$ cat config.mk
export PLATFORM = sky130hd
export DESIGN_NAME = icache_hit_select
export DESIGN_NICKNAME = d
export VERILOG_FILES = /design/src/design/icache_pkg.sv /design/src/design/icache_hit_select.sv
export SDC_FILE = /design/constraint.sdc
export NUM_CORES = 1
export LEC_CHECK = 0
export BUFFER_PORTS_ARGS = -buffer_cell sky130_fd_sc_hd__buf_2
export CORE_ASPECT_RATIO = 1.2
export CORE_MARGIN = 8
export CORE_UTILIZATION = 35
export DETAILED_ROUTE_END_ITERATION = 6
export GPL_TIMING_DRIVEN = 0
export PLACE_DENSITY = 0.83
export SYNTH_ARGS = -nofsm -noshare
export SYNTH_HDL_FRONTEND = slang
export SYNTH_SLANG_ARGS = --single-unit
export TNS_END_PERCENT = 100
$ cat constraint.sdc
create_clock -name i_clk -period 1.3 [get_ports i_clk]
set_input_delay 0.065 -clock i_clk [delete_from_list [all_inputs] [get_ports i_clk]]
set_output_delay 0.065 -clock i_clk [all_outputs]
set_load 0.01 [all_outputs]
$ cat src/design/icache_pkg.sv
package icache_pkg;

	localparam int NUM_WAYS = 2; // victim and lru logic assume two ways

	typedef logic [31:0] addr_t;
	typedef logic [31:0] word_t;
	typedef logic [NUM_WAYS-1:0] way_vec_t;
	typedef logic [7:0] beat_len_t;

	// line read request towards memory
	typedef struct packed {
		addr_t     addr; // line aligned byte address
		beat_len_t len;  // beats minus one
	} mem_read_req_t;

	// one beat back from memory
	typedef struct packed {
		logic  valid;
		logic  last;
		word_t data;
	} mem_read_resp_t;

	typedef enum logic [2:0] {
		ST_INVALIDATE,
		ST_LOOKUP,
		ST_REQUEST,
		ST_RECEIVE,
		ST_REPLAY
	} ctrl_state_t;

	// refill write from the controller, seen by tag and data arrays alike
	typedef struct packed {
		logic        we;        // data beat write
		way_vec_t    way;       // one-hot
		logic [15:0] set;       // upper bits unused
		logic [7:0]  offset;    // word in line
		word_t       data;
		logic [29:0] tag;       // wide enough for one word per line and one set
		logic        tag_valid;
		logic        tag_we;
	} refill_wr_t;

endpackage

$ cat src/design/icache_hit_select.sv
`timescale 1ns/1ns

module icache_hit_select (
	input  logic                                         i_clk,
	input  logic                                         i_rst,
	input  logic                                         i_stage2_valid,
	input  logic                                         i_stall,
	input  icache_pkg::way_vec_t                         i_hit_vec,
	input  logic                                         i_hit_way,
	input  icache_pkg::word_t [icache_pkg::NUM_WAYS-1:0] i_way_data,
	input  logic                                         i_fwd_valid,
	input  icache_pkg::word_t                            i_fwd_data,
	output logic                                         o_valid,
	output icache_pkg::word_t                            o_data
);

	logic              w_hit;
	icache_pkg::word_t w_sel_data;
	logic              r_valid;
	icache_pkg::word_t r_data;

	// the missing request sits in stage 2 during a refill, no hit then
	assign w_hit = i_stage2_valid && !i_stall && (|i_hit_vec);

	// forwarded beat only shows up while stalled
	assign w_sel_data = i_fwd_valid ? i_fwd_data : i_way_data[i_hit_way];

	always_ff @(posedge i_clk) begin
		if (i_rst) begin
			r_valid <= 1'b0;
		end else begin
			r_valid <= w_hit || i_fwd_valid; // one cycle per result
		end
	end

	always_ff @(posedge i_clk) begin
		if (w_hit || i_fwd_valid) begin
			r_data <= w_sel_data;
		end
	end

	assign o_valid = r_valid;
	assign o_data  = r_data;

endmodule

Word level (Yosys, flattened, before mapping)

Cells that the tools add are included.

Bits in registers: 33
Latch bits: 0
Memory bits (writable): 0
ROM bits: 0
Output and inout bits: 33
Word-level logic and storage cells: 11
Memories: 0

$add $sub $neg: 0
$mul: 0
Divide/modulo/power cells: 0
Magnitude comparators: 1
Equal/unequal tests: 0
Shift-type cells: 0
Muxes and demuxes: 3
Bitwise logic cells: 0
Reduce and logical (&&, ||, !) cells: 5

Operator list:

| kind                                                                  | number |
|---|---|
| 32-bit 2-to-1 mux                                                     | 3 |
| 1-bit logical AND                                                     | 2 |
| 1-bit by 2-bit < comparator with 1-bit output (second input constant) | 1 |
| 2-bit OR reduction                                                    | 1 |
| 1-bit zero test                                                       | 1 |
| 1-bit logical OR                                                      | 1 |

Longest topological paths before layout

Word-level depth: 4
Depth in mapped cells: 4

Worst setup path before layout

OpenSTA, ideal clock, no wires.

Path type: input to register
Start: in i_fwd_valid
End: reg r_data[0], in the netlist o_data[0], enable pin
Setup time: 0.389 ns
Arrival: 0.968 ns
Slack: -0.057 ns
Stages: 3
Path through: buf_2 inv_1 nand2_1

Word-level cells in the longest chain between the ends: 1

RTL lines:

| item                 | line                    | text |
|---|---|---|
| start, declared      | icache_hit_select.sv:11 | `input logic i_fwd_valid,` |
| 1-bit logical OR     | icache_hit_select.sv:37 | `if (w_hit \|\| i_fwd_valid) begin` |
| end signal, assigned | icache_hit_select.sv:38 | `r_data <= w_sel_data;` |
| end, declared        | icache_hit_select.sv:20 | `icache_pkg::word_t r_data;` |

No other way between the ends.
A chain may end at the register's enable or synchronous reset.

Worst setup path in the final report

Start: in i_hit_vec[1]
End: reg r_data[21], in the netlist o_data[21], enable pin

Word-level cells in the longest chain between the ends: 3

RTL lines:

| item               | line                    | text |
|---|---|---|
| start, declared    | icache_hit_select.sv:8  | `input icache_pkg::way_vec_t i_hit_vec,` |
| 2-bit OR reduction | icache_hit_select.sv:23 | `assign w_hit = i_stage2_valid && !i_stall && (\|i_hit_vec);` |
| 1-bit logical AND  | icache_hit_select.sv:23 |  |
| 1-bit logical OR   | icache_hit_select.sv:37 |  |

No other way between the ends.

==> report_table.html <==
<table>
<tr><th>Metric</th><th>Value</th></tr>
<tr><th colspan="2">STA</th></tr>
<tr><td>Max transition margin</td><td>49.6%</td></tr>
<tr><td>Max-slew violation count</td><td>0</td></tr>
<tr><td>Worst Setup Slack, final</td><td>~0.26 ns</td></tr>
<tr><td>Final period util</td><td>79.8%</td></tr>
<tr><td>Unrepaired setup endpoints after global routing</td><td>no</td></tr>
<tr><td>Least-Margin Pin Slew</td><td>0.754 ns</td></tr>
<tr><td>Final hold viol count</td><td>0</td></tr>
<tr><td>Achievable Freq</td><td>between 900 and 1000 MHz</td></tr>
<tr><td>Fin Hold WS</td><td>0.0761 ns</td></tr>
<tr><td>Count of final setup violators</td><td>0</td></tr>
<tr><td>Minimum clock period after layout</td><td>1.04 ns</td></tr>
<tr><th colspan="2">Floorplan</th></tr>
<tr><td>Die height</td><td>92.6 microns</td></tr>
<tr><td>Starting density of the core</td><td>35.4%</td></tr>
<tr><td>Number of primary I/O pins</td><td>137</td></tr>
<tr><td>Site row count</td><td>28</td></tr>
<tr><td>Core Box Area</td><td>0.00483 sq mm</td></tr>
<tr><td>Floorplan die width</td><td>79.8 microns</td></tr>
<tr><td>Die footprint</td><td>roughly 0.0074 sq mm</td></tr>
<tr><th colspan="2">Pwr</th></tr>
<tr><td>Total leakage power</td><td>0.00128 uW</td></tr>
<tr><td>Areal power density over the cells</td><td>slightly above 1000 mW/mm^2</td></tr>
<tr><td>Peak supply drop</td><td>between 500 and 600 uV</td></tr>
<tr><td>Overall Power</td><td>between 2000 and 3000 uW</td></tr>
<tr><th colspan="2">Setup path</th></tr>
<tr><td>Startpoint Class</td><td>input pin</td></tr>
<tr><td>Crit path capture type</td><td>flip-flop</td></tr>
<tr><td>Arrival time of data at the critical path endpoint</td><td>0.89 ns</td></tr>
<tr><td>Maximum fanout encountered on the critical timing path</td><td>32</td></tr>
<tr><td>Path type of the worst setup path</td><td>in2reg</td></tr>
<tr><td>Worst endpoint required time</td><td>around 1.2 ns</td></tr>
<tr><th colspan="2">Drt</th></tr>
<tr><td>Drt first pass iters</td><td>4</td></tr>
<tr><td>WL per Instance</td><td>14.7 microns</td></tr>
<tr><td>Final routed DRC violation total</td><td>0</td></tr>
<tr><td>Vias per cell</td><td>between 4 and 5</td></tr>
<tr><td>Total via count in the routed design</td><td>1,607</td></tr>
<tr><td>Routed Antenna Nets</td><td>0</td></tr>
<tr><td>Number of DRC markers after the initial detailed-route iteration</td><td>125</td></tr>
<tr><td>WL final</td><td>a little over 5 mm</td></tr>
<tr><th colspan="2">Place</th></tr>
<tr><td>Worst slack at placement</td><td>-0.0342 ns</td></tr>
<tr><td>Final HPWL DP</td><td>4.14 mm</td></tr>
<tr><td>GP Congestion</td><td>~0.75</td></tr>
<tr><td>Area of placed instances</td><td>roughly 0.0025 sq mm</td></tr>
<tr><td>Port Buf Inserts</td><td>around 130</td></tr>
<tr><th colspan="2">Layout</th></tr>
<tr><td>Share of layout cells above drive strength 1</td><td>between 50 and 60%</td></tr>
<tr><td>Area growth syn-to-layout</td><td>48.8%</td></tr>
<tr><td>Most frequent cells in the layout</td><td>buf_2 (140), mux2i_1 (32), nand2_1 (32), edfxtp_1 (32), o21ai_1 (30)</td></tr>
<tr><td>Multi-input gate area</td><td>619 sq um</td></tr>
<tr><td>Seq. cell area</td><td>just under 0.001 sq mm</td></tr>
<tr><td># nets final</td><td>slightly below 400</td></tr>
<tr><td>Design Area, Final</td><td>approximately 0.0025 sq mm</td></tr>
<tr><td>Fillers</td><td>444</td></tr>
<tr><td>Final antenna diode count</td><td>0</td></tr>
<tr><td>Most common cell after layout, fill and taps aside</td><td>buf_2</td></tr>
<tr><th colspan="2">Global route</th></tr>
<tr><td>First-pass GRT wire length</td><td>between 7 and 8 mm</td></tr>
<tr><td>Global router's overall resource usage</td><td>between 10% and 20%</td></tr>
<tr><td>Via count of the first global-routing pass</td><td>~1,700</td></tr>
<tr><td>Pin count of the biggest net entering global routing</td><td>33</td></tr>
<tr><td>Global route total overflow</td><td>0</td></tr>
<tr><td>Antenna violations before repair</td><td>0</td></tr>
<tr><th colspan="2">Clock network</th></tr>
<tr><td>Clock slew at the register clock pins of the worst setup and hold paths</td><td>about 0.06 ns</td></tr>
<tr><td>Total clock sinks</td><td>33</td></tr>
<tr><td>Clock root buffer master</td><td>clkbuf_8</td></tr>
<tr><td>Buffer count from post-CTS setup fixing</td><td>0</td></tr>
<tr><td>Level count of the clock H-tree</td><td>2</td></tr>
<tr><td>CTS Buf Count</td><td>5</td></tr>
<tr><td>Maximum root-to-sink buffer count</td><td>2</td></tr>
<tr><td>CTS tree</td><td>done</td></tr>
<tr><th colspan="2">Synth</th></tr>
<tr><td>Mean instance size in the synthesized netlist</td><td>between 10 and 15 sq um</td></tr>
<tr><td>Number of synthesized register bits</td><td>33</td></tr>
<tr><td>Syn_nets</td><td>approximately 250</td></tr>
<tr><td>Sequential area share after synthesis</td><td>57.4%</td></tr>
<tr><td>Netlist area before placement</td><td>around 0.0017 sq mm</td></tr>
<tr><td>Warnings from Yosys</td><td>0</td></tr>
<tr><td>Gate count of the mapped netlist</td><td>approximately 150</td></tr>
<tr><td>Synth cell types</td><td>13</td></tr>
<tr><th colspan="2">Worst hold path</th></tr>
<tr><td>Worst Hold Endpoint</td><td>o_data[16]</td></tr>
<tr><td>Startpoint of the lowest-slack hold path</td><td>i_fwd_data[16]</td></tr>
<tr><td>Hold/Removal Path Class</td><td>in2reg</td></tr>
<tr><td>Worst hold stages</td><td>3</td></tr>
<tr><th colspan="2">Outcome</th></tr>
<tr><td>Run status</td><td>completed</td></tr>
<tr><th colspan="2">Job</th></tr>
<tr><td>Max-cap viol count</td><td>0</td></tr>
</table>
==> logic make-up (layout without fill, tap and decap cells) <==
group | Yosys count | in the layout | share of synthesized area, %
compound gates | 34 | 34 | 10.1
flops | 33 | 33 | 57.4
simple gates | 33 | 33 | 7.24
mux | 32 | 32 | 18.7
buf+inv | 13 | 155 | 6.58
==> sequential cells by signal, summed over array words and instances (netlist names) <==
register,cells
o_data,32
o_valid,1
==> report_power, final <==
group	switching [uW]	leakage, uW	internal (uW)	total (uW)
sequential	27.2	0.000327	1320	1350
clock	326	0.0000387	360	686
combinational	301	0.000911	296	597
==> worst max-delay path by stage <==
stage	start	end	slack, ns
after floorplan	i_fwd_valid	o_data[0]	0.24
after global placement	i_hit_vec[1]	o_data[17]	0.006
after detailed placement	i_hit_vec[1]	o_data[14]	-0.03
after CTS	i_hit_vec[1]	o_data[9]	0.25
after global routing	i_hit_vec[1]	o_data[9]	0.13
final	i_hit_vec[1]	o_data[21]	0.26
==> cell type report <==
type	count	area share, %
tap	60	2.95
clock inverter	1	0.147
sequential	33	38.5
multi-input combinational	99	24.3
inverter	2	0.295
clock buffer	6	2.85
timing repair buffer	135	26.7
buffer	11	4.13
==> metal layers <==
metal | routed length, microns | GRT usage, % | vias to the layer above
li1 | - | - | 806
met1 | 1800 | 13.2 | 710
met2 | 2660 | 23.6 | 83
met3 | 568 | 6.01 | 8
met4 | 94 | 5.47 | 0
met5 | 0 | 0 | -
==> through the flow <==
stage / utilization (%) / instances / setup TNS, ns
floorplan: - / 145 / 0
global placement: 50.9 / 339 / 0
detailed placement: 50.9 / 339 / -1.04
CTS: 52.6 / 347 / 0
global route: 52.6 / 347 / 0
finish: 52.6 / 347 / 0
==> repair_timing <==
action	4_1_cts	5_1_grt
gates resized for setup	0	0
endpoints found under the hold margin	1	0
hold buffers	1	0
==> worst max-delay path: stages <==
cell and delay [ns]:
buf_2 0.09, o211ai_1 0.23, nand2_2 0.48
==> Yosys cell counts, drive strengths merged <==
| library cell | n | area (sq um) |
|---|---|---|
| buf | 10 | 101 |
| a21oi | 1 | 5.00 |
| o211ai | 1 | 7.51 |
| edfxtp | 32 | 961 |
| dfxtp | 1 | 20.0 |
| o21ai | 32 | 160 |
| mux2i | 32 | 320 |
| clkbuf | 1 | 3.75 |
| nand2 | 33 | 124 |
| inv | 2 | 7.51 |
(Power assumes the default switching activity.)
