**src/design/icache_pkg.sv**
```systemverilog
package icache_pkg;

	localparam int NUM_WAYS = 2; // victim and lru logic assume two ways

	typedef logic [31:0] addr_t;
	typedef logic [31:0] word_t;
	typedef logic [NUM_WAYS-1:0] way_vec_t;
	typedef logic [7:0] beat_len_t;

	// line read request towards memory
	typedef struct packed {
		addr_t     addr; // line aligned byte address
		beat_len_t len;  // beats minus one
	} mem_read_req_t;

	// one beat back from memory
	typedef struct packed {
		logic  valid;
		logic  last;
		word_t data;
	} mem_read_resp_t;

	typedef enum logic [2:0] {
		ST_INVALIDATE,
		ST_LOOKUP,
		ST_REQUEST,
		ST_RECEIVE,
		ST_REPLAY
	} ctrl_state_t;

	// refill write from the controller, seen by tag and data arrays alike
	typedef struct packed {
		logic        we;        // data beat write
		way_vec_t    way;       // one-hot
		logic [15:0] set;       // upper bits unused
		logic [7:0]  offset;    // word in line
		word_t       data;
		logic [29:0] tag;       // wide enough for one word per line and one set
		logic        tag_valid;
		logic        tag_we;
	} refill_wr_t;

endpackage

```
**src/design/icache_tag_array.sv**
```systemverilog
`timescale 1ns/1ns

module icache_tag_array #(
	parameter int LINE_WORDS = 8,
	parameter int NUM_SETS   = 64
) (
	input  logic                        i_clk,
	input  logic                        i_rst,
	input  logic [$clog2(NUM_SETS)-1:0] i_rd_index,
	input  logic                        i_rd_en,
	input  icache_pkg::addr_t           i_cmp_addr,
	input  icache_pkg::refill_wr_t      i_wr,
	input  logic [$clog2(NUM_SETS)-1:0] i_clear_index,
	input  logic                        i_clear,
	output icache_pkg::way_vec_t        o_hit_vec,
	output logic                        o_hit_way
);

	localparam int OFF_W   = $clog2(LINE_WORDS);
	localparam int IDX_W   = $clog2(NUM_SETS);
	localparam int TAG_LSB = OFF_W + IDX_W + 2;
	localparam int TAG_W   = 32 - TAG_LSB;

	logic [TAG_W-1:0]    r_tag_mem [icache_pkg::NUM_WAYS][NUM_SETS];
	logic [NUM_SETS-1:0] r_valid [icache_pkg::NUM_WAYS];
	logic [TAG_W-1:0]    r_rd_tag [icache_pkg::NUM_WAYS];
	logic                r_rd_valid [icache_pkg::NUM_WAYS];
	logic [TAG_W-1:0]    w_cmp_tag;
	logic [IDX_W-1:0]    w_wr_set;

	assign w_cmp_tag = i_cmp_addr[31:TAG_LSB];
	assign w_wr_set  = i_wr.set[IDX_W-1:0];

	for (genvar w = 0; w < icache_pkg::NUM_WAYS; w++) begin : g_way
		always_ff @(posedge i_clk) begin
			if (i_wr.tag_we && i_wr.way[w]) begin
				r_tag_mem[w][w_wr_set] <= i_wr.tag[TAG_W-1:0];
			end
			if (i_rd_en) begin
				r_rd_tag[w] <= r_tag_mem[w][i_rd_index];
			end
		end

		// sweep wins over refill, they never overlap anyway
		always_ff @(posedge i_clk) begin
			if (i_clear) begin
				r_valid[w][i_clear_index] <= 1'b0;
			end else if (i_wr.tag_we && i_wr.way[w]) begin
				r_valid[w][w_wr_set] <= i_wr.tag_valid;
			end
		end

		always_ff @(posedge i_clk) begin
			if (i_rst) begin
				r_rd_valid[w] <= 1'b0;
			end else if (i_rd_en) begin
				r_rd_valid[w] <= r_valid[w][i_rd_index];
			end
		end

		assign o_hit_vec[w] = r_rd_valid[w] && (r_rd_tag[w] == w_cmp_tag);
	end

	assign o_hit_way = o_hit_vec[1]; // two ways only

endmodule

```
**config.mk**
```make
export PLATFORM = sky130hd
export DESIGN_NAME = icache_tag_array
export DESIGN_NICKNAME = d
export VERILOG_FILES = /design/src/design/icache_pkg.sv /design/src/design/icache_tag_array.sv
export SDC_FILE = /design/constraint.sdc
export NUM_CORES = 2
export LEC_CHECK = 0
export BUFFER_PORTS_ARGS = -buffer_cell sky130_fd_sc_hd__buf_2
export CORE_ASPECT_RATIO = 1.25
export CORE_MARGIN = 2
export CORE_UTILIZATION = 55
export DETAILED_ROUTE_END_ITERATION = 8
export PLACE_DENSITY = 0.77
export RECOVER_POWER = 100
export SLEW_MARGIN = 0
export SYNTH_ARGS = -nofsm -noshare
export SYNTH_HDL_FRONTEND = slang
export SYNTH_SLANG_ARGS = --single-unit
```
**constraint.sdc**
```tcl
create_clock -name i_clk -period 6.1 [get_ports i_clk]
set_input_delay 1.525 -clock i_clk [delete_from_list [all_inputs] [get_ports i_clk]]
set_output_delay 1.525 -clock i_clk [all_outputs]
set_load 0.03 [all_outputs]
```
# Yosys cells after proc, flatten, opt, wreduce, memory -nomap -nowiden
# Memories as Yosys holds them, arrays and structs flattened.
# Cells that the tools add are included.
[classes] muxes=162 order_cmp=8 eq_ne=2 n_mul=0 bitwise_logic=132 n_addsub=0 n_shift=0 reduce_logical=7 div=0
[op_table] op="2-to-1 mux 1344 bit" n=2
[op_table] op="binary-select mux 21 bit (select 6 bit)" n=2
[op_table] op="2-to-1 mux 64 bit" n=3
[op_table] op="2-to-1 mux 1 bit" n=145
[op_table] op="OR 1 bit" n=130
[op_table] op="demux 21 bit (select 6 bit)" n=1
[op_table] op="2-to-1 mux 21 bit" n=5
[op_table] op="== test 21 bit" n=2
[op_table] op="< comparator 6 x 7 -> 1 bit, second input constant" n=3
[op_table] op="greater-or-equal comparator 7 bit, second input constant" n=2
[op_table] op="NOT 6 -> 7 bit" n=2
[op_table] op="binary-select mux 1 bit (select 6 bit)" n=2
[op_table] op="demux 1 bit (select 6 bit)" n=2
[op_table] op="greater-or-equal comparator 6 x 1 -> 1 bit, second input constant" n=2
[op_table] op="logical AND 1 bit" n=7
[op_table] op="< comparator 7 x 1 -> 1 bit, second input constant" n=1
[totals] mem_bits_rw=2860 regBits=0 rom_bits=0 out_inout_bits=3 latchBits=0 elab_cells=315 memories=4
[memory_table] memory="r_tag_mem" words=2 width=1344 rd=2 rd_clocked_by_memory_dff=0 wr=2 line_no="icache_tag_array.sv:24" text="logic [TAG_W-1:0] r_tag_mem [icache_pkg::NUM_WAYS][NUM_SETS];"
[memory_table] memory="r_valid" words=2 width=64 rd=2 rd_clocked_by_memory_dff=0 wr=2 line_no="icache_tag_array.sv:25" text="logic [NUM_SETS-1:0] r_valid [icache_pkg::NUM_WAYS];"
[memory_table] memory="r_rd_tag" words=2 width=21 rd=2 rd_clocked_by_memory_dff=0 wr=2 line_no="icache_tag_array.sv:26" text="logic [TAG_W-1:0] r_rd_tag [icache_pkg::NUM_WAYS];"
[memory_table] memory="r_rd_valid" words=2 width=1 rd=2 rd_clocked_by_memory_dff=0 wr=2 line_no="icache_tag_array.sv:27" text="logic r_rd_valid [icache_pkg::NUM_WAYS];"

# Logic depth before layout (Yosys ltp)
[logic_depth] depth_word=6 ltp_mapped=10 ltp_nobuf=5

# Least setup slack after synthesis
# OpenSTA, ideal clock, no wires.
[synth_timing] path_type="input-to-output" from="input i_cmp_addr[31]" to="output o_hit_vec[1]" t_arrival_ns=2.759 path_slack_ns=1.816 required_time_ns=4.575 n_path_buf=1 cell_stages=5 cell_sequence="xor2_1 -> nor4_1 -> nand4_1 -> nor2_1 -> buf_4"
[synth_between] elab_chain_cells=2
[synth_lines] element="from (decl)" line_no="icache_tag_array.sv:11" text="input icache_pkg::addr_t i_cmp_addr,"
[synth_lines] element="== test 21 bit" line_no="icache_tag_array.sv:61" text="assign o_hit_vec[w] = r_rd_valid[w] && (r_rd_tag[w] == w_cmp_tag);"
[synth_lines] element="logical AND 1 bit" line_no="icache_tag_array.sv:61"
[synth_lines] element="to (decl)" line_no="icache_tag_array.sv:15" text="output icache_pkg::way_vec_t o_hit_vec,"
# Every way passes these cells.

==> key figures <==
Worst setup path
  • R2R Setup Slk: 3.31 ns
  • R2R Path Start: r_tag_mem[0][2240]$_DFFE_PP_
  • Critical Path Sink Type: flip-flop
  • Critical Path RT: 6.80 ns
  • R2r endpoint: r_rd_tag[0][35]$_DFFE_PP_
  • WP data arrival: 6.21 ns
  • Crit path max fanout: 75
  • CP Launch Type: primary input
  • R2R depth: 6
  • CP Class: in -> reg

Place
  • Port Buffers: 70
  • Routability cong.: 0.8859
  • DP Wirelength: 164700 um
  • Placed instance area: 115500 um^2
  • Placed Cells: 7817

Clock network
  • Skew-Pair Late Insertion Delay: 0.89 ns
  • Post-CTS Resized: 0
  • Cts hold-fix bufs: 0
  • CTS Sinks: 2860
  • Clk Tree Root Cell: clkbuf_16
  • Reg clk slew, reported paths: 0.07 ns
  • Post-CTS Setup Bufs: 0
  • H-tree depth: 4
  • Bufs on Longest Clock Path: 3
  • CTS tree: done
  • CTS Buf Count: 233

Timing
  • Final setup violation count: 0
  • Total negative slack: 0 ns
  • Final period util: 0.9031
  • Max Freq: 181.5 MHz
  • RSZ-0062 raised after global routing: false
  • Max-slew headroom: -2.267
  • Clock skew: 0.04889 ns
  • Tightest Pin Transition: 4.901 ns
  • Slew Viols, Final: 4204
  • Min Tclk post-route: 5.509 ns
  • Final Hold Violating Endpoints: 0

Yosys
  • Post-synthesis sequential area ratio: 0.7767
  • Most common cell in the synthesized netlist: edfxtp_1
  • Synth area leader: edfxtp_1
  • FF+latch count, synth: 2860
  • Post-synth EDFFs: 2860
  • Synth async-reset ratio: 0
  • Top post-synthesis cells by area: edfxtp_1, mux4_2, a22oi_1, nor2_1, mux2i_1
  • Cell variety after synth: 40
  • Ys Warns: 0
  • Most frequent cells after synthesis: edfxtp_1, mux4_2, nor2_1
  • Synth Area per Inst: 21.66 um^2
  • Syn_nets: 5244
  • Mapped Cells: 5105
  • Synth top area share: 0.7767
  • Dominant synthesized flop cell: edfxtp_1
  • Mapped Area: 110600 um^2

Die
  • Rows: 184
  • Initial core utilization: 0.5514
  • Die Area: 204700 um^2
  • Io pins: 142
  • Die Y-Extent: 505.3 um
  • Core area: 200500 um^2
  • Die width: 405.0 um

Finish
  • Final net count: 5494
  • Post-route cell area: 122000 um^2
  • FF+latch area: 85880 um^2
  • Area added between synthesis and finish: 10.38%
  • Non-Filler Instances: 8271
  • Share of post-route cells with drive strength above 1: 0.2321
  • # fillers: 13224
  • Multi-input gate area: 23390 um^2

Min path
  • Worst Hold Path Cells: 3
  • Worst Hold Launch: r_tag_mem[0][2023]$_DFFE_PP_
  • WHS Endpoint: r_rd_tag[0][28]$_DFFE_PP_
  • Hold Path Class: reg -> reg

Pwr
  • Pwr Total: 38.44 mW
  • Leakage power: 36.84 nW
  • Clock share of power: 0.380
  • Peak supply drop: 0.3104 mV
  • Internal: 30.30 mW
  • Total power divided by cell area: 314.9 nW/um^2
  • Comb pwr share: 0.053
  • P_sw: 8.141 mW
  • Switching Share: 0.2118
  • Flop pwr share: 0.568

Global route
  • Initial antenna violation count: 24
  • GR Util All Layers: 0.2779
  • Total gr overflow: 0
  • Vias in the first global route: 56129
  • Pin count of the biggest net entering global routing: 98
  • First-pass GRT wire length: 402200 um

Outcome
  • Outcome: complete, but fails checks
  • Failing checks: max-capacitance violations, max-slew violations

Flow run
  • MaxCap Viol Count: 128

Route
  • Via density: 6.837
  • Via count: 56552
  • Routed Antenna Nets: 0
  • WL final: 283800 um
  • DRC: 0
  • Wire per inst: 34.31 um
  • Initial DRC count: 9306
  • First-pass DRT Iterations: 7
-- stage by stage --
| stage | setup slack, ns | utilization | hold WS, ns |
|---|---|---|---|
| 2_1_floorplan | 1.816 | - | 0.8153 |
| 3_3_place_gp | 1.069 | 0.5762 | 0.8314 |
| 3_5_place_dp | 0.8770 | 0.5762 | 0.8543 |
| 4_1_cts | 1.250 | 0.6127 | 0.8712 |
| 5_1_grt | 0.5859 | 0.6086 | 0.9068 |
| 6_report | 0.5908 | 0.6087 | 0.8719 |
-- final cells by class --
type | instances | area share
Timing Repair Buffer | 333 | 0.01665
Antenna cell | 17 | 0.0003486
Multi-Input combinational cell | 1927 | 0.1916
Tap cell | 2697 | 0.02765
Clock buffer | 281 | 0.04977
Sequential cell | 2860 | 0.7037
Clock inverter | 156 | 0.01029
-- power groups by stage --
stage | Sequential (mW) | Combinational [mW] | Clock, mW
after floorplan | 22.2 | 1.04 | 0
after global placement | 22.2 | 1.95 | 0
after detailed placement | 22.2 | 2.00 | 0
after CTS | 21.8 | 2.02 | 14.7
after global routing | 21.8 | 2.10 | 15.3
final | 21.8 | 2.03 | 14.6
-- metal layers --
metal  part of all wire  wire [um]  track usage
met2               0.48     135500       0.4355
met4              0.058      16590       0.1344
met1               0.34      97610       0.3694
met5            0.00039        111            0
met3               0.12      33930      0.06821
-- registers in the layout, indices dropped and copies added (netlist names) --
signal and cells:
r_rd_valid 2, r_rd_tag 42, r_tag_mem 2688, r_valid 128
-- critical path, stage by stage --
cell and delay [ns]:
buf_8 0.57, buf_4 0.35, and2_0 2.00, clkbuf_1 0.57, a22oi_1 0.26, nand3_1 0.14
o21ai_1 0.10, clkbuf_1 0.38, a31oi_1 0.25
-- worst max-delay path by stage --
| stage | depth (start not counted) | endpoint | startpoint |
|---|---|---|---|
| 3_5_place_dp | 9 | r_rd_tag[0][40]$_DFFE_PP_ | i_rd_index[0] |
| 3_3_place_gp | 9 | r_rd_tag[0][40]$_DFFE_PP_ | i_rd_index[0] |
| 2_1_floorplan | 5 | o_hit_vec[1] | i_cmp_addr[31] |
| 4_1_cts | 6 | o_hit_vec[0] | i_cmp_addr[28] |
| 6_report | 9 | r_rd_tag[0][37]$_DFFE_PP_ | i_rd_index[2] |
| 5_1_grt | 2 | r_tag_mem[0][861]$_DFFE_PP_ | i_wr[2] |
-- cells in the final DEF (no fill, tap or decap), types with 17 or more instances in the layout --
cell / n
buf_4: 101
mux4_2: 700
clkbuf_1: 200
nor2_2: 69
nand3_1: 42
nor2b_1: 17
clkbuf_2: 19
xor2_1: 40
a22oi_1: 210
o22ai_1: 62
bufinv_16: 19
a31oi_1: 30
buf_2: 36
diode_2: 17
edfxtp_1: 2860
mux2i_1: 101
o221ai_1: 30
clkbuf_16: 236
clkinv_1: 66
nand2_1: 99
o21ai_0: 112
nor2_1: 205
a21oi_1: 56
buf_12: 18
clkinv_2: 53
-- logic make-up (layout without fill, tap and decap cells) --
family | count (synthesis) | after routing | share of synthesized area
buffers and inverters | 318 | 770 | 0.01394
AND/OR/NAND/NOR | 537 | 537 | 0.02178
flip-flops | 2860 | 2860 | 0.7767
other | 0 | 17 | 0
multiplexers | 801 | 801 | 0.1517
XOR/XNOR | 42 | 42 | 0.003327
AO/OA/AOI/OAI | 547 | 547 | 0.03251
Note: power is estimated with default switching activity, not from simulation.
