File: src/design/icache_pkg.sv
package icache_pkg;

	localparam int NUM_WAYS = 2; // victim and lru logic assume two ways

	typedef logic [31:0] addr_t;
	typedef logic [31:0] word_t;
	typedef logic [NUM_WAYS-1:0] way_vec_t;
	typedef logic [7:0] beat_len_t;

	// line read request towards memory
	typedef struct packed {
		addr_t     addr; // line aligned byte address
		beat_len_t len;  // beats minus one
	} mem_read_req_t;

	// one beat back from memory
	typedef struct packed {
		logic  valid;
		logic  last;
		word_t data;
	} mem_read_resp_t;

	typedef enum logic [2:0] {
		ST_INVALIDATE,
		ST_LOOKUP,
		ST_REQUEST,
		ST_RECEIVE,
		ST_REPLAY
	} ctrl_state_t;

	// refill write from the controller, seen by tag and data arrays alike
	typedef struct packed {
		logic        we;        // data beat write
		way_vec_t    way;       // one-hot
		logic [15:0] set;       // upper bits unused
		logic [7:0]  offset;    // word in line
		word_t       data;
		logic [29:0] tag;       // wide enough for one word per line and one set
		logic        tag_valid;
		logic        tag_we;
	} refill_wr_t;

endpackage

File: src/design/icache_refill_ctrl.sv
`timescale 1ns/1ns

module icache_refill_ctrl #(
	parameter int LINE_WORDS = 8,
	parameter int NUM_SETS   = 64
) (
	input  logic                        i_clk,
	input  logic                        i_rst,
	input  logic                        i_valid,
	input  icache_pkg::addr_t           i_addr,
	output logic                        o_ready,
	output icache_pkg::addr_t           o_lookup_addr,
	output logic                        o_stage2_valid,
	output icache_pkg::addr_t           o_stage2_addr,
	input  icache_pkg::way_vec_t        i_hit_vec,
	input  logic                        i_hit_way,
	output icache_pkg::refill_wr_t      o_wr,
	output logic                        o_clear,
	output logic [$clog2(NUM_SETS)-1:0] o_clear_index,
	output logic                        o_fwd_valid,
	output icache_pkg::word_t           o_fwd_data,
	output logic                        o_stall,
	output logic                        o_mem_req_valid,
	output icache_pkg::mem_read_req_t   o_mem_req,
	input  logic                        i_mem_req_ready,
	input  icache_pkg::mem_read_resp_t  i_mem_resp
);

	localparam int OFF_W    = $clog2(LINE_WORDS);
	localparam int IDX_W    = $clog2(NUM_SETS);
	localparam int LINE_LSB = OFF_W + 2;
	localparam int TAG_LSB  = LINE_LSB + IDX_W;

	icache_pkg::ctrl_state_t r_state;
	icache_pkg::ctrl_state_t w_next;
	logic                r_s1_valid;
	logic                r_s2_valid;
	icache_pkg::addr_t   r_s1_addr;
	icache_pkg::addr_t   r_s2_addr; // held through a miss, gives the line address
	logic [IDX_W-1:0]    r_sweep_cnt;
	logic [OFF_W-1:0]    r_beat_cnt;
	logic [NUM_SETS-1:0] r_lru; // way to evict next
	logic [IDX_W-1:0]    w_s2_index;
	logic [OFF_W-1:0]    w_s2_offset;
	logic                w_victim;
	logic                w_hit;
	logic                w_miss;
	logic                w_advance;
	logic                w_beat;
	logic                w_last_beat;

	assign w_s2_index  = r_s2_addr[LINE_LSB +: IDX_W];
	assign w_s2_offset = r_s2_addr[2 +: OFF_W];
	assign w_victim    = r_lru[w_s2_index];

	assign w_hit  = (r_state == icache_pkg::ST_LOOKUP) && r_s2_valid && (|i_hit_vec);
	assign w_miss = (r_state == icache_pkg::ST_LOOKUP) && r_s2_valid && !(|i_hit_vec);
	// replay moves the held younger request into stage 2
	assign w_advance = ((r_state == icache_pkg::ST_LOOKUP) && !w_miss)
		|| (r_state == icache_pkg::ST_REPLAY);
	assign w_beat      = (r_state == icache_pkg::ST_RECEIVE) && i_mem_resp.valid;
	assign w_last_beat = w_beat && i_mem_resp.last;

	assign o_ready        = w_advance;
	assign o_stall        = (r_state != icache_pkg::ST_LOOKUP);
	assign o_lookup_addr  = r_s1_addr; // held while stalled
	assign o_stage2_valid = r_s2_valid;
	assign o_stage2_addr  = r_s2_addr;

	always_comb begin
		w_next = r_state;
		case (r_state)
			icache_pkg::ST_INVALIDATE: begin
				if (r_sweep_cnt == IDX_W'(NUM_SETS - 1)) begin
					w_next = icache_pkg::ST_LOOKUP;
				end
			end
			icache_pkg::ST_LOOKUP: begin
				if (w_miss) begin
					w_next = i_mem_req_ready ? icache_pkg::ST_RECEIVE : icache_pkg::ST_REQUEST;
				end
			end
			icache_pkg::ST_REQUEST: begin
				if (i_mem_req_ready) begin
					w_next = icache_pkg::ST_RECEIVE;
				end
			end
			icache_pkg::ST_RECEIVE: begin
				if (w_last_beat) begin
					w_next = icache_pkg::ST_REPLAY;
				end
			end
			icache_pkg::ST_REPLAY: w_next = icache_pkg::ST_LOOKUP;
			default: w_next = icache_pkg::ST_INVALIDATE;
		endcase
	end

	always_ff @(posedge i_clk) begin
		if (i_rst) begin
			r_state     <= icache_pkg::ST_INVALIDATE;
			r_sweep_cnt <= '0;
			r_s1_valid  <= 1'b0;
			r_s2_valid  <= 1'b0;
			r_beat_cnt  <= '0;
		end else begin
			r_state <= w_next;
			if (r_state == icache_pkg::ST_INVALIDATE) begin
				r_sweep_cnt <= r_sweep_cnt + 1'b1;
			end
			if (w_advance) begin
				r_s1_valid <= i_valid;
				r_s2_valid <= r_s1_valid;
			end
			if (o_mem_req_valid) begin
				r_beat_cnt <= '0;
			end else if (w_beat) begin
				r_beat_cnt <= r_beat_cnt + 1'b1;
			end
		end
	end

	always_ff @(posedge i_clk) begin
		if (w_advance) begin
			r_s1_addr <= i_addr;
			r_s2_addr <= r_s1_addr;
		end
	end

	// lru bits cleared by the sweep along with the valid bits
	always_ff @(posedge i_clk) begin
		if (r_state == icache_pkg::ST_INVALIDATE) begin
			r_lru[r_sweep_cnt] <= 1'b0;
		end else if (w_hit) begin
			r_lru[w_s2_index] <= !i_hit_way;
		end else if (w_last_beat) begin
			r_lru[w_s2_index] <= !w_victim;
		end
	end

	assign o_mem_req_valid = w_miss || (r_state == icache_pkg::ST_REQUEST);
	assign o_mem_req.addr  = {r_s2_addr[31:LINE_LSB], {LINE_LSB{1'b0}}};
	assign o_mem_req.len   = 8'(LINE_WORDS - 1);

	always_comb begin
		o_wr = '0;
		o_wr.we  = w_beat;
		o_wr.way = icache_pkg::way_vec_t'(1) << w_victim;
		o_wr.set[IDX_W-1:0]     = w_s2_index;
		o_wr.offset[OFF_W-1:0]  = r_beat_cnt;
		o_wr.data               = i_mem_resp.data;
		o_wr.tag[31-TAG_LSB:0]  = r_s2_addr[31:TAG_LSB];
		o_wr.tag_valid          = 1'b1;
		o_wr.tag_we             = w_last_beat; // line turns valid once complete
	end

	assign o_fwd_valid = w_beat && (r_beat_cnt == w_s2_offset); // critical word
	assign o_fwd_data  = i_mem_resp.data;

	assign o_clear       = (r_state == icache_pkg::ST_INVALIDATE);
	assign o_clear_index = r_sweep_cnt;

endmodule

File: config.mk
export PLATFORM = sky130hd
export DESIGN_NAME = icache_refill_ctrl
export DESIGN_NICKNAME = d
export VERILOG_FILES = /design/src/design/icache_pkg.sv /design/src/design/icache_refill_ctrl.sv
export SDC_FILE = /design/constraint.sdc
export NUM_CORES = 1
export LEC_CHECK = 0
export ABC_AREA = 1
export BUFFER_PORTS_ARGS = -buffer_cell sky130_fd_sc_hd__buf_2
export CORE_MARGIN = 8
export CORE_UTILIZATION = 28
export CTS_BUF_LIST = sky130_fd_sc_hd__clkbuf_2
export CTS_CLUSTER_DIAMETER = 30
export DETAILED_ROUTE_END_ITERATION = 10
export PLACE_DENSITY_LB_ADDON = 0.08
export RECOVER_POWER = 100
export SETUP_SLACK_MARGIN = 0.3
export SYNTH_ARGS = -nofsm -noshare
export SYNTH_HDL_FRONTEND = slang
export SYNTH_SLANG_ARGS = --single-unit
export TNS_END_PERCENT = 100
File: constraint.sdc
create_clock -name i_clk -period 2.7 [get_ports i_clk]
set_clock_uncertainty 0.1 [all_clocks]
set_input_delay 0 -clock i_clk [delete_from_list [all_inputs] [get_ports i_clk]]
set_output_delay 0 -clock i_clk [all_outputs]
set_load 0.05 [all_outputs]
After elaboration in Yosys (flattened, before gate mapping)
Cells that the tools add are included.
- register bits after elaboration: 142
- input port bits: 73
- output and inout port bits: 239
- word-level logic and storage cells: 65
- add/sub/neg operators: 2
- $lt $le $gt $ge: 4
- eq/ne operators: 11
- shifts and indexed selects: 1
- muxes and demuxes: 17
- bitwise operators: 2
- reduce and logical (&&, ||, !) cells: 20
- operators with widths (operator ; number):
    two-way mux 64 bit ; 3
    bitwise mux 64 bit ; 2
    bitwise AND 64 bit ; 1
    inverter 64 bit ; 1
    one-hot mux 3 bit (5 select lines) ; 1
    less-than comparator 6 x 7 -> 1 bit, second input constant ; 2
    demux 1 bit (select 6 bit) ; 2
    greater-or-equal comparator 6 x 1 -> 1 bit, second input constant ; 2
    two-way mux 3 bit ; 4
    logical AND 1 bit ; 9
    adder 6 x 1 -> 6 bit, second input constant ; 1
    binary-select mux 1 bit (select 6 bit) ; 1
    equality test 3 x 2 -> 1 bit, second input constant ; 2
    equality test 6 bit, second input constant ; 1
    != test 2 bit, second input constant ; 3
    zero test 1 bit ; 4
    two-way mux 1 bit ; 4
    AND reduction 4 bit ; 1
    OR reduction 2 bit ; 2
    adder 3 x 1 -> 3 bit, second input constant ; 1
    equality test 3 x 1 -> 1 bit, second input constant ; 1
    equality test 3 bit ; 1
    equality test 3 bit, second input constant ; 1
    zero test 3 bit ; 1
    5 further kinds ; 6

Longest topological paths before layout
- depth in word-level cells: 8
- depth in mapped cells: 16
- mapped depth without buffers: 14

Worst setup path before layout
Ideal clock, no wire load.
- path kind: register to register
- start point: register r_state[2]
- end point: register r_s1_addr[0] (netlist: o_lookup_addr[0]), enable pin
- setup time: 433 ps
- arrival: 2839 ps
- required time: 2167 ps
- setup slack: -673 ps
- stages on the path, launching flop included: 6
- path buffers: 0
- period minus slack after synthesis: 3373 ps
- cells stage by stage: dfxtp_1 inv_1 nand3_1 a21oi_1 a21oi_1 inv_1
- longest elaborated chain between the ends: 6
- elaborated cells on any way between the ends: 7
- classes of those cells: eq/ne: 2; reduce/logical: 5
- ends and longest elaborated chain (element ; RTL line ; RTL):
    from (decl) ; icache_refill_ctrl.sv:34 ; icache_pkg::ctrl_state_t r_state;
    from (signal assigned) ; icache_refill_ctrl.sv:100 ; r_state <= icache_pkg::ST_INVALIDATE;
    from (signal assigned) ; icache_refill_ctrl.sv:106 ; r_state <= w_next;
    equality test 3 x 1 -> 1 bit ; icache_refill_ctrl.sv:57, icache_refill_ctrl.sv:59 ;
    logical AND 1 bit (2 in a row) ; icache_refill_ctrl.sv:57 ; assign w_miss = (r_state == icache_pkg::ST_LOOKUP) && r_s2_valid && !(|i_hit_vec);
    zero test 1 bit ; icache_refill_ctrl.sv:59 ; assign w_advance = ((r_state == icache_pkg::ST_LOOKUP) && !w_miss)
    logical AND 1 bit ; icache_refill_ctrl.sv:59 ;
    logical OR 1 bit (*) ; icache_refill_ctrl.sv:60 ; || (r_state == icache_pkg::ST_REPLAY);
    via o_ready ; icache_refill_ctrl.sv:11 ; output logic o_ready,
    to (signal assigned) ; icache_refill_ctrl.sv:124 ; r_s1_addr <= i_addr;
    to (decl) ; icache_refill_ctrl.sv:38 ; icache_pkg::addr_t r_s1_addr;
The timed path passes the listed nets; every way through them passes the cells marked *.
A chain may end at the register's enable or synchronous reset.

==> qor.yml <==
status: "finished, violations left"
violations: "setup timing"
pre_cts_ws_ns: 0.3501
syn_avg_cell_area_sq_um: 8.024
drc: 0
fin_cells: 1738
post_drt_wl_per_cell_um: 18.77
clk_pin_slew_ns: 0.28
drv_slew: 0
finalCritPeriodShare: 1.037
totalWireLength_um: 32630
power_density_nw_per_um2: 1088
critical_path_class: "flop to output pin"
yosys-top-cells-area: "edfxtp_1, nand2_1, buf_4, nand3_1, a21oi_1"
ant_nets: 0
combPwrFrac: 0.544
path_max_fanout: 6
synthFlopType: "edfxtp_1"
drv_cap: 0
area_growth_pct: 25.50
die_w_um: 194.0
ys_warn_count: 0
ios: 312
post_dp_cell_area_sq_um: 9530
clock-sinks: 142
drt_iter0_markers: 402
clock_latency_ns: 0.77
final_nets: 1397
die-area_sq_um: 37650
synthArstFlopShare: 0
sw_frac_of_total: 0.5119
fillers: 3381
synth_top_area_share: 0.4331
dp_hpwl_um: 21190
synth_top_area_cell: "edfxtp_1"
pwr-share-seq: 0.335
setup_viol: 2
cts_root_buf: "clkbuf_2"
end_kind: "output pin"
power.switching_mw: 6.206
setup_slack_ns: -0.09863
final_area_sq_um: 11140
multi_input_area_sq_um: 3359
dp.cells: 1576
worstPathArrival_ns: 2.70
gp_congestion: 0.7517
fp.dieH_um: 194.0
rows: 65
layout_commonest_cell: "nand2_1"
grt.total_usage: 0.1694
num_vias: 8033
synth.distinct_cells: 31
tritoncts: "built"
p_leak_nw: 4.480
grt_pass1_vias: 8409
port_buffers: 177
grt_pass1_wl_um: 50350
grt_start_max_net_pins: 65
min_path_type: "primary input to flop"
dr.pass1.iters: 4
internal-power_mw: 5.918
p_clk_frac: 0.121
worst_pin_slew_ns: 1.017
fmax_mhz: 357.3
slew_headroom: 0.3196
min_period_ns: 2.799
ys_seq_area_frac: 0.4647
synth_area_sq_um: 8875
grt_overflow: 0
antenna_found_initial: 1
drive_gt1_frac: 0.1708
crit_required_ns: 2.60
hold_slack_ns: 0.09638
synth_edf_count: 128
core_area_sq_um: 31390
ys_ff_latch: 142
rsz0062_at_grt: "true"
clock_tree.buffer_depth: 2
hold_viol_final: 0
viasPerCell: 4.622
start_kind: "flop"
seq_area_sq_um: 4133
layout_common_cells: "nand2_1, clkbuf_1, edfxtp_1"
synthCells: 1106
irDropWorstVdd_mv: 0.4963
start_util: 0.2827
htreeDepth: 4
numCtsBuffers: 17
-- worst max-delay path, stage by stage (launching register included) --
cell	delay, ns
edfxtp_1	0.52
buf_12	0.18
buf_6	0.12
buf_4	0.13
nand2_2	0.06
nand2_2	0.07
nand2_1	0.07
nand2_1	0.04
nand2_1	0.05
nand2_1	0.06
nand2_1	0.06
nand2_1	0.06
nor2_2	0.16
nand2_4	0.07
buf_6	0.13
inv_4	0.05
buf_8	0.13
-- per-layer routing --
metal | part of all wire | wire (um) | vias to the layer above | track usage
li1 | - | - | 3831 | -
met3 | 0.061 | 1993 | 19 | 0.04148
met5 | 0 | 0 | - | 0
met2 | 0.48 | 15600 | 280 | 0.2838
met4 | 0.0079 | 257 | 0 | 0.02942
met1 | 0.45 | 14780 | 3903 | 0.2209
-- stage by stage --
| stage | util | setup TNS [ns] | total power [mW] |
|---|---|---|---|
| after floorplan | - | 0 | 8.691 |
| after global placement | 0.3036 | 0 | 10.10 |
| after detailed placement | 0.3036 | 0 | 10.10 |
| after CTS | 0.3573 | -0.3572 | 12.27 |
| after global routing | 0.3548 | -12.96 | 12.88 |
| final | 0.3548 | -0.1658 | 12.12 |
-- Yosys cell counts (5+ instances only) --
cell        n
nand3_1    77
buf_6       9
nand2_1   392
dfxtp_1    14
buf_2       9
o211ai_1    6
nor2_1     93
clkbuf_1   23
o21ai_1     5
a21oi_1    75
edfxtp_1  128
nor3_1     16
buf_4     162
inv_1      47
o21ai_0     8
nor3_2     10
-- power groups by stage --
stage          Combinational [mW]  Clock (mW)  Sequential [mW]
2_1_floorplan                4.05           0             4.64
3_3_place_gp                 6.01           0             4.09
3_5_place_dp                 5.99           0             4.10
4_1_cts                      6.69        1.53             4.06
5_1_grt                      7.11        1.60             4.16
6_report                     6.59        1.47             4.06
-- cell families after synthesis --
kind of cell | synth area share
DFF | 0.4647
adders and majority gates | 0.002819
and+or+nand+nor | 0.2824
xor gates and xnor gates | 0.002961
AOI/OAI and AO/OA | 0.05696
other | 0.0008462
buffers and inverters | 0.1893
-- timing repair --
action,in CTS,in global routing
buffers inserted,14,1
endpoints found under the setup margin,29,70
hold endpoints to repair,178,2
hold buffers,111,1
pin swaps,9,14
gates cloned,2,0
gates resized for setup,43,53
-- cell type report --
| cell class | instances | area share |
|---|---|---|
| diodes | 1 | 0.0002247 |
| clock buffers | 18 | 0.008088 |
| clock inverters | 14 | 0.01517 |
| inverters | 51 | 0.01887 |
| multi-input cells | 744 | 0.3016 |
| flip-flops and latches | 142 | 0.3710 |
| well taps | 402 | 0.04516 |
| repair buffers | 366 | 0.2398 |
-- final timing paths --
| kind | endpoint | from | slack (ns) | depth (start not counted) |
|---|---|---|---|---|
| worst max-delay path | o_wr[88] | o_stage2_addr[5] | -0.1 | 16 |
| worst min-delay path | o_stage2_valid | i_rst | 0.1 | 5 |
| worst max register to register | r_lru[19] | r_state[1] | 0.06 | 9 |
| worst min register to register | o_stage2_addr[21] | o_lookup_addr[21] | 0.33 | 0 |
-- flip-flops by register name, summed over array words and instances, names as in the netlist --
| register | cells |
|---|---|
| r_lru | 64 |
| r_state | 3 |
| o_stage2_addr | 32 |
| r_beat_cnt | 3 |
| o_stage2_valid | 1 |
| o_lookup_addr | 32 |
| r_s1_valid | 1 |
| o_clear_index | 6 |
No activity file was read; power rests on OpenSTA's default activity.
